$ cat src/design/pcCtrlPkg.sv
`default_nettype none

package pcCtrlPkg;

	// Left operand of the address adder
	typedef enum logic {
		BASE_PC   = 1'b0,
		BASE_ZERO = 1'b1
	} baseSelT;

	// Right operand of the address adder
	typedef enum logic {
		OFFSET_TWO     = 1'b0,
		OFFSET_OPERAND = 1'b1
	} offsetSelT;

	// Source of the next fetch address
	typedef enum logic [2:0] {
		NEXT_SEQ   = 3'd0,
		NEXT_INTV0 = 3'd1,
		NEXT_INTV1 = 3'd2,
		NEXT_INTR0 = 3'd3,
		NEXT_INTR1 = 3'd4
	} nextSelT;

endpackage

`default_nettype wire

$ cat src/design/pcAddrPkg.sv
`default_nettype none

package pcAddrPkg;

	// Address and bus widths
	localparam int PC_ADDR_W = 16;
	localparam int APB_ADDR_W = 4;
	localparam int APB_DATA_W = 16;

	typedef logic [PC_ADDR_W-1:0] pcAddrT;
	typedef logic [APB_ADDR_W-1:0] apbAddrT;
	typedef logic [APB_DATA_W-1:0] apbDataT;

	// APB register map
	localparam apbAddrT REG_VEC0 = 4'h0;
	localparam apbAddrT REG_VEC1 = 4'h4;
	localparam apbAddrT REG_RET0 = 4'h8;
	localparam apbAddrT REG_RET1 = 4'hC;

	// Interrupt vectors after reset
	localparam pcAddrT VEC0_RESET = 16'h0004;
	localparam pcAddrT VEC1_RESET = 16'h0008;

	// Counter restarts here
	localparam pcAddrT PC_RESET = 16'h0000;

	// One 16-bit instruction per sequential fetch
	localparam pcAddrT PC_STEP = 16'h0002;

endpackage

`default_nettype wire
$ cat src/design/pcCtrlIf.sv
`timescale 1ns/1ps
`default_nettype none

interface pcCtrlIf
	import pcAddrPkg::*, pcCtrlPkg::*;
();

	// Fetch enables
	logic pcEn;
	logic fetch;

	// Return register load strobes
	logic ldInt0;
	logic ldInt1;

	// Address formation selects
	baseSelT baseSel;
	offsetSelT offsetSel;
	nextSelT nextSel;
	pcAddrT operand;

	modport controller (
		output pcEn,
		output fetch,
		output ldInt0,
		output ldInt1,
		output baseSel,
		output offsetSel,
		output nextSel,
		output operand
	);

	modport counter (
		input pcEn,
		input fetch,
		input ldInt0,
		input ldInt1,
		input baseSel,
		input offsetSel,
		input nextSel,
		input operand
	);

endinterface

`default_nettype wire

$ cat src/design/forthPcUnit.sv
`timescale 1ns/1ps
`default_nettype none

module forthPcUnit
	import pcAddrPkg::*, pcCtrlPkg::*;
(
	input wire logic CLK,
	input wire logic rstN,

	// Fetch control
	input wire logic pcEn,
	input wire logic fetch,
	input wire logic ldInt0,
	input wire logic ldInt1,
	input wire baseSelT baseSel,
	input wire offsetSelT offsetSel,
	input wire nextSelT nextSel,
	input wire pcAddrT operand,

	// Instruction address
	output pcAddrT pcA,
	output pcAddrT pcANext,

	// APB slave
	input wire logic psel,
	input wire logic penable,
	input wire logic pwrite,
	input wire apbAddrT paddr,
	input wire apbDataT pwdata,
	output apbDataT prdata,
	output logic pready,
	output logic pslverr
);

	pcAddrT intVec0;
	pcAddrT intVec1;
	pcAddrT intRet0;
	pcAddrT intRet1;

	pcCtrlIf ctrlIf ();

	// Controller side of the bundle is the top-level pins
	assign ctrlIf.pcEn = pcEn;
	assign ctrlIf.fetch = fetch;
	assign ctrlIf.ldInt0 = ldInt0;
	assign ctrlIf.ldInt1 = ldInt1;
	assign ctrlIf.baseSel = baseSel;
	assign ctrlIf.offsetSel = offsetSel;
	assign ctrlIf.nextSel = nextSel;
	assign ctrlIf.operand = operand;

	pcVectorRegs regs_i (
		.CLK(CLK),
		.rstN(rstN),
		.psel(psel),
		.penable(penable),
		.pwrite(pwrite),
		.paddr(paddr),
		.pwdata(pwdata),
		.prdata(prdata),
		.pready(pready),
		.pslverr(pslverr),
		.intRet0(intRet0),
		.intRet1(intRet1),
		.intVec0(intVec0),
		.intVec1(intVec1)
	);

	programCounter pc_i (
		.CLK(CLK),
		.rstN(rstN),
		.ctrl(ctrlIf.counter),
		.intVec0(intVec0),
		.intVec1(intVec1),
		.pcA(pcA),
		.pcANext(pcANext),
		.intRet0(intRet0),
		.intRet1(intRet1)
	);

endmodule

`default_nettype wire

$ cat src/design/programCounter.sv
`timescale 1ns/1ps
`default_nettype none

module programCounter
	import pcAddrPkg::*, pcCtrlPkg::*;
(
	input wire logic CLK,
	input wire logic rstN,

	pcCtrlIf.counter ctrl,

	// Vectors from the register block
	input wire pcAddrT intVec0,
	input wire pcAddrT intVec1,

	output pcAddrT pcA,
	output pcAddrT pcANext,

	// Return addresses, readable over APB
	output pcAddrT intRet0,
	output pcAddrT intRet1
);

	pcAddrT pcQ;
	pcAddrT ret0Q;
	pcAddrT ret1Q;

	pcAddrT base;
	pcAddrT offset;
	pcAddrT seqSum;
	pcAddrT nextAddr;

	logic advance;

	// Base operand
	always_comb begin
		unique case (ctrl.baseSel)
			BASE_PC: base = pcQ;
			BASE_ZERO: base = '0;
			default: base = pcQ;
		endcase
	end

	// Offset operand
	always_comb begin
		unique case (ctrl.offsetSel)
			OFFSET_TWO: offset = PC_STEP;
			OFFSET_OPERAND: offset = ctrl.operand;
			default: offset = PC_STEP;
		endcase
	end

	// Wraps at 64K
	assign seqSum = base + offset;

	// Next address select
	always_comb begin
		unique case (ctrl.nextSel)
			NEXT_SEQ: nextAddr = seqSum;
			NEXT_INTV0: nextAddr = intVec0;
			NEXT_INTV1: nextAddr = intVec1;
			NEXT_INTR0: nextAddr = ret0Q;
			NEXT_INTR1: nextAddr = ret1Q;
			default: nextAddr = seqSum;
		endcase
	end

	// Both enables needed, otherwise everything stalls
	assign advance = ctrl.pcEn & ctrl.fetch;

	always_ff @(posedge CLK) begin
		if (!rstN) begin
			pcQ <= PC_RESET;
		end else if (advance) begin
			pcQ <= nextAddr;
		end
	end

	// Return registers keep the address the interrupted code runs next
	always_ff @(posedge CLK) begin
		if (!rstN) begin
			ret0Q <= '0;
			ret1Q <= '0;
		end else if (advance) begin
			if (ctrl.ldInt0) begin
				ret0Q <= seqSum;
			end
			if (ctrl.ldInt1) begin
				ret1Q <= seqSum;
			end
		end
	end

	assign pcA = pcQ;
	assign pcANext = nextAddr;
	assign intRet0 = ret0Q;
	assign intRet1 = ret1Q;

endmodule

`default_nettype wire

$ cat src/design/pcVectorRegs.sv
`timescale 1ns/1ps
`default_nettype none

module pcVectorRegs
	import pcAddrPkg::*;
(
	input wire logic CLK,
	input wire logic rstN,

	// APB slave
	input wire logic psel,
	input wire logic penable,
	input wire logic pwrite,
	input wire apbAddrT paddr,
	input wire apbDataT pwdata,
	output apbDataT prdata,
	output logic pready,
	output logic pslverr,

	// Counter side
	input wire pcAddrT intRet0,
	input wire pcAddrT intRet1,
	output pcAddrT intVec0,
	output pcAddrT intVec1
);

	logic access;
	logic rdAccess;
	logic wrAccess;

	logic hitVec0;
	logic hitVec1;
	logic hitRet0;
	logic hitRet1;
	logic mapped;
	logic readOnly;

	pcAddrT vec0Q;
	pcAddrT vec1Q;

	// No wait states, so every access phase completes
	assign access = psel & penable;
	assign rdAccess = access & ~pwrite;
	assign wrAccess = access & pwrite;

	// Offset decode
	assign hitVec0 = (paddr == REG_VEC0);
	assign hitVec1 = (paddr == REG_VEC1);
	assign hitRet0 = (paddr == REG_RET0);
	assign hitRet1 = (paddr == REG_RET1);
	assign mapped = hitVec0 | hitVec1 | hitRet0 | hitRet1;
	assign readOnly = hitRet0 | hitRet1;

	// Vector registers, kept halfword aligned
	always_ff @(posedge CLK) begin
		if (!rstN) begin
			vec0Q <= VEC0_RESET;
			vec1Q <= VEC1_RESET;
		end else if (wrAccess) begin
			if (hitVec0) begin
				vec0Q <= {pwdata[APB_DATA_W-1:1], 1'b0};
			end
			if (hitVec1) begin
				vec1Q <= {pwdata[APB_DATA_W-1:1], 1'b0};
			end
		end
	end

	// Read data only while a read is in its access phase
	always_comb begin
		prdata = '0;
		if (rdAccess) begin
			unique case (1'b1)
				hitVec0: prdata = vec0Q;
				hitVec1: prdata = vec1Q;
				hitRet0: prdata = intRet0;
				hitRet1: prdata = intRet1;
				default: prdata = '0;
			endcase
		end
	end

	assign pready = access;

	// Unmapped offset, or a write to a return register
	assign pslverr = access & (~mapped | (pwrite & readOnly));

	assign intVec0 = vec0Q;
	assign intVec1 = vec1Q;

endmodule

`default_nettype wire

$ cat config.mk
export PLATFORM = sky130hd
export DESIGN_NAME = forthPcUnit
export DESIGN_NICKNAME = d
export VERILOG_FILES = /design/src/design/pcCtrlPkg.sv /design/src/design/pcAddrPkg.sv /design/src/design/pcCtrlIf.sv /design/src/design/forthPcUnit.sv /design/src/design/programCounter.sv /design/src/design/pcVectorRegs.sv
export SDC_FILE = /design/constraint.sdc
export NUM_CORES = 1
export LEC_CHECK = 0
export BUFFER_PORTS_ARGS = -buffer_cell sky130_fd_sc_hd__buf_2
export CORE_ASPECT_RATIO = 1.75
export CORE_MARGIN = 2
export CORE_UTILIZATION = 50
export DETAILED_ROUTE_END_ITERATION = 12
export GPL_TIMING_DRIVEN = 1
export HOLD_SLACK_MARGIN = 0.12
export PLACE_DENSITY = 0.75
export RECOVER_POWER = 100
export REMOVE_ABC_BUFFERS = 1
export SLEW_MARGIN = 10
export SYNTH_ARGS = -nofsm -noshare
export SYNTH_HDL_FRONTEND = slang
export SYNTH_SLANG_ARGS = --single-unit
$ cat constraint.sdc
create_clock -name CLK -period 2.4 [get_ports CLK]
set_clock_uncertainty 0.1 [all_clocks]
set_input_delay 0.12 -clock CLK [delete_from_list [all_inputs] [get_ports CLK]]
set_output_delay 0.12 -clock CLK [all_outputs]
set_load 0.02 [all_outputs]
Word-level counts from Yosys, hierarchy flattened
Cells that the tools add are included.
{"block": "word_totals", "reg_bits": 78, "input_bits": 50, "output_inout_bits": 50, "elab_cells": 38}
{"block": "op_classes", "add_sub_neg": 1, "n_eq_ne": 7, "mux": 5, "n_bitwise": 15, "reduce_logical": 5}
{"op": "one-hot mux 16 bit (4 select lines)", "count": 2}
{"op": "one-hot mux 16 bit (2 select lines)", "count": 2}
{"op": "adder 16 bit", "count": 1}
{"op": "2-to-1 mux 16 bit", "count": 1}
{"op": "== test 4 bit, second input constant", "count": 2}
{"op": "AND reduction 2 bit", "count": 4}
{"op": "bitwise AND 1 bit", "count": 6}
{"op": "== test 3 x 2 -> 1 bit, second input constant", "count": 2}
{"op": "OR 1 bit", "count": 5}
{"op": "== test 4 x 3 -> 1 bit, second input constant", "count": 1}
{"op": "logical NOT 4 bit", "count": 1}
{"op": "NOT 1 bit", "count": 4}
{"op": "== test 3 x 1 -> 1 bit, second input constant", "count": 1}
{"op": "== test 3 bit, second input constant", "count": 1}

Logic depth before layout (Yosys ltp)
{"block": "depth", "ltp_word": 7, "mapped_depth": 12}

Hierarchy
A second synthesis with hierarchy kept.
{"block": "hier_totals", "hier_cells": 683, "area_unflattened_um2": 5303.8}
{"module": "programCounter", "instances": 1, "cells_per_inst": 464, "area_each_um2": 3514.6, "seq_area_each_um2": 960.9}
{"module": "pcVectorRegs", "instances": 1, "cells_per_inst": 219, "area_each_um2": 1789.2, "seq_area_each_um2": 600.6}

Least setup slack after synthesis
OpenSTA, ideal clock, no wires.
{"block": "synth_timing", "path_kind": "reg2reg", "startpoint": "register pc_i.pcQ[0], in the netlist pc_i.pcA[0]", "endpoint": "register pc_i.pcQ[4], in the netlist pc_i.pcA[4]", "setup_ns": 0.059, "arrival_time_ns": 2.564, "required_time_ns": 2.241, "setup_slack_ns": -0.323, "stages_incl_launch_ff": 12, "path_buffers": 0, "cell_sequence": "dfxtp_1 -> nor2b_1 -> ha_1 -> inv_1 -> fa_1 -> nor2b_1 -> o21a_1 -> nor2_1 -> xnor2_1 -> mux2i_1 -> o31ai_2 -> o21ba_1"}
{"block": "synth_via", "elab_chain_cells": 3}
{"element": "start, declared", "line": "programCounter.sv:24", "source": "pcAddrT pcQ;"}
{"element": "start signal, assigned", "line": "programCounter.sv:75", "source": "pcQ <= nextAddr;"}
{"element": "one-hot mux 16 bit (2 select lines)", "line": "programCounter.sv:37", "source": "unique case (ctrl.baseSel)"}
{"element": "adder 16 bit", "line": "programCounter.sv:54", "source": "assign seqSum = base + offset;"}
{"element": "one-hot mux 16 bit (4 select lines)", "line": "programCounter.sv:58", "source": "unique case (ctrl.nextSel)"}
{"element": "named net pcANext[4]", "line": "forthPcUnit.sv:22", "source": "output pcAddrT pcANext,"}
The timed path passes the listed nets, and every way through them passes these cells.
A chain may end at the register's enable or synchronous reset.

Worst setup path in the final report
{"block": "layout_timing", "startpoint": "register pc_i.pcQ[0], in the netlist pc_i.pcA[0]", "endpoint": "output port pcANext[4]"}
{"block": "layout_via", "elab_chain_cells": 3}
{"element": "one-hot mux 16 bit (2 select lines)", "line": "programCounter.sv:37"}
{"element": "adder 16 bit", "line": "programCounter.sv:54"}
{"element": "one-hot mux 16 bit (4 select lines)", "line": "programCounter.sv:58"}
{"element": "end, declared", "line": "forthPcUnit.sv:22"}
Every way passes these cells.

==> out/metrics.cfg <==
[critical_path]
end_kind = output pin
startpoint_type = register
worstPathMaxFanout = 2
required_ns = 2.18
worstRegToRegCells = 13
crit_type = reg2out
reg2reg_slack_ns = -0.22
worstPathArrival_ns = 2.63
r2r-end = pc_i.pcA[2]$_SDFFE_PN0P_
rr_startpoint = pc_i.pcA[0]$_SDFFE_PN0P_

[floorplan]
die_w_um = 79.0
rows = 47
chipHeight_um = 135
core_area_mm2 = 0.00953
initial_core_util = 0.517
pin_count = 100
die_area_mm2 = 0.0107

[sta]
clock.fmax_mhz = 351
worst_slew_pin_slew_ns = 0.864
slew_headroom = 0.424
whs_ns = 0.178
post-route-period-util = 1.19
finalSetupViolations = 26
hold_viol = 0
maxSlewViolCount = 0
rsz0062_at_grt = true
period_minus_slack_ns = 2.85
setup_slack_ns = -0.452

[clock_network]
clk_pin_slew_ns = 0.06
clockRootBuffer = clkbuf_16
cts_tree = built
clock_path_buffers = 2
clock_sinks = 78
numCtsBuffers = 9
htree_levels = 3
clk_latency_ns = 0.34

[logic_synthesis]
synth_area_mm2 = 0.00492
synthArstFlopShare = 0
synth_area_leaders = dfxtp_1 (32%), nand2_1 (10%), a22oi_1 (7.2%), a21boi_0 (6.6%), ha_1 (3.8%)
synth_top_area_share = 0.317
syn_avg_cell_area_um2 = 7.80
synth_top_flop_cell = dfxtp_1
seq_area_frac_synth = 0.317
synth_edf_count = 0
ys_top_cells_by_count = nand2_1 (135), dfxtp_1 (78), a22oi_1 (47), a21boi_0 (43), a21oi_1 (36)
synth_top_cell_by_area = dfxtp_1
ys_seq_elements = 78
yosysMostFrequentCell = nand2_1
netlist_instances = 631
synth_warnings = 0
ys_types = 59

[status]
outcome = finished with violations
violations = setup timing

[routing]
met3WireLength_um = 939
wl_met2_um = 9410
drt-initial-drc-count = 419
vias_per_cell = 6.00
vias = 5509
postRouteAntennaNets = 0
drt_first_pass_iters = 5
top_layer = met4
routedLengthMet1_um = 6730
drc_errors = 0
routed_wirelength_um = 18000
wl_per_cell_um = 19.7

[power_and_ir_drop]
ir_drop_mv = 0.441
p_leak_nw = 2.90
power_mw = 3.54
power.density_mw_per_mm2 = 500

[finish]
antenna_cells = 0
final_util = 0.743
fin_nets = 858
drive_gt1_frac = 0.342
area_growth_pct = 43.8
design_area_mm2 = 0.00708
n_fill_cell = 714

[min_path]
min_path_type = in2reg
whs_endpoint = regs_i.intVec1[14]$_SDFFE_PN0P_
holdCritStartpoint = rstN
holdPathStages = 2

[global_routing]
grt_max_degree = 39
grt_pass1_wl_um = 26900
grt.overflow.total = 0
grtUsageTotal = 0.317
grt_antenna_before_repair = 0
grt_pass1_vias = 5432

[placement]
io_buffers = 98
place_area_mm2 = 0.00589
pre_cts_slack_ns = -0.446
hpwl_um = 12000
gp_congestion = 0.898

[run]
drv_cap = 0

## critical path, stage by stage (launching register included)
cell     delay [ns]
dfxtp_2        0.33
nor2b_4        0.15
ha_4           0.15
inv_4          0.03
fa_2           0.38
nor2b_4        0.18
buf_6          0.11
o21a_1         0.15
nor2_2         0.07
xnor2_2        0.17
mux2i_1        0.12
o31ai_2        0.26
buf_4          0.20
## cell usage in the layout (no fill, tap or decap), drive strengths merged, types with 5 or more instances in the layout
| cell | n |
|---|---|
| a21boi | 51 |
| a21o | 10 |
| a21oi | 37 |
| a22oi | 47 |
| a31oi | 5 |
| and2 | 16 |
| and3 | 5 |
| buf | 167 |
| clkbuf | 27 |
| dfxtp | 78 |
| dlygate4sd3 | 15 |
| ha | 15 |
| inv | 9 |
| mux2 | 6 |
| mux2i | 10 |
| nand2 | 135 |
| nand3 | 19 |
| nor2 | 24 |
| nor2b | 22 |
| o211a | 5 |
| o21ai | 24 |
| o221ai | 5 |
| xnor2 | 10 |
## power by group
part / internal, mW / total (mW) / switching, mW
sequential: 1.33 / 1.36 / 0.0283
combinational: 0.390 / 0.847 / 0.457
clock: 0.799 / 1.33 / 0.532
## through the flow
| stage | TNS [ns] | instances |
|---|---|---|
| 4_1_cts | -4.57 | 913 |
| 3_5_place_dp | -8.68 | 871 |
| 3_3_place_gp | -5.00 | 871 |
| 6_report | -4.93 | 918 |
| 5_1_grt | -7.32 | 918 |
| 2_1_floorplan | -1.95 | 583 |
## kinds of logic after synthesis
group | Yosys count | share of synthesized area
AOI/OAI and AO/OA | 213 | 0.312
xor gates and xnor gates | 13 | 0.0247
adders and majority gates | 16 | 0.0422
buffers and inverters | 57 | 0.0473
DFF | 78 | 0.317
muxes | 16 | 0.0341
and+or+nand+nor | 238 | 0.223
## registers in the layout (all words and copies together), names as in the netlist
register	count
pc_i.intRet0	16
pc_i.intRet1	16
pc_i.pcA	16
regs_i.intVec0	15
regs_i.intVec1	15
## routing by layer
metal	up-vias	global-route usage
met5	-	0
met4	0	0.152
met2	258	0.579
met3	70	0.0440
li1	2551	-
met1	2630	0.355
## area by class of cell
class	count	area (um2)	area share
inverters	9	36.3	0.00513
well taps	122	153	0.0216
repair buffers	198	1400	0.198
clock inverters	4	48.8	0.00689
clock buffers	11	233	0.0329
flip-flops and latches	78	1570	0.221
multi-input cells	496	3640	0.514
## worst max-delay path by stage
stage          slack [ns]                       end  cells after the start                     start
6_report            -0.45                pcANext[4]                     12  pc_i.pcA[0]$_SDFFE_PN0P_
5_1_grt             -0.52               pcANext[14]                     12  pc_i.pcA[0]$_SDFFE_PN0P_
4_1_cts             -0.43                pcANext[4]                     12  pc_i.pcA[0]$_SDFFE_PN0P_
3_5_place_dp        -0.45               pcANext[14]                     12  pc_i.pcA[0]$_SDFFE_PN0P_
3_3_place_gp        -0.35               pcANext[14]                     13                 offsetSel
2_1_floorplan       -0.32  pc_i.pcA[4]$_SDFFE_PN0P_                     11  pc_i.pcA[0]$_SDFFE_PN0P_
## repair_timing
action | 4_1_cts | 5_1_grt
hold endpoints to repair | 30 | 0
pin swaps | 38 | 38
hold buffers | 15 | 0
gates resized for setup | 86 | 64
endpoints found under the setup margin | 39 | 46
buffers inserted | 16 | 17
Power figures use the tool's default switching activity.
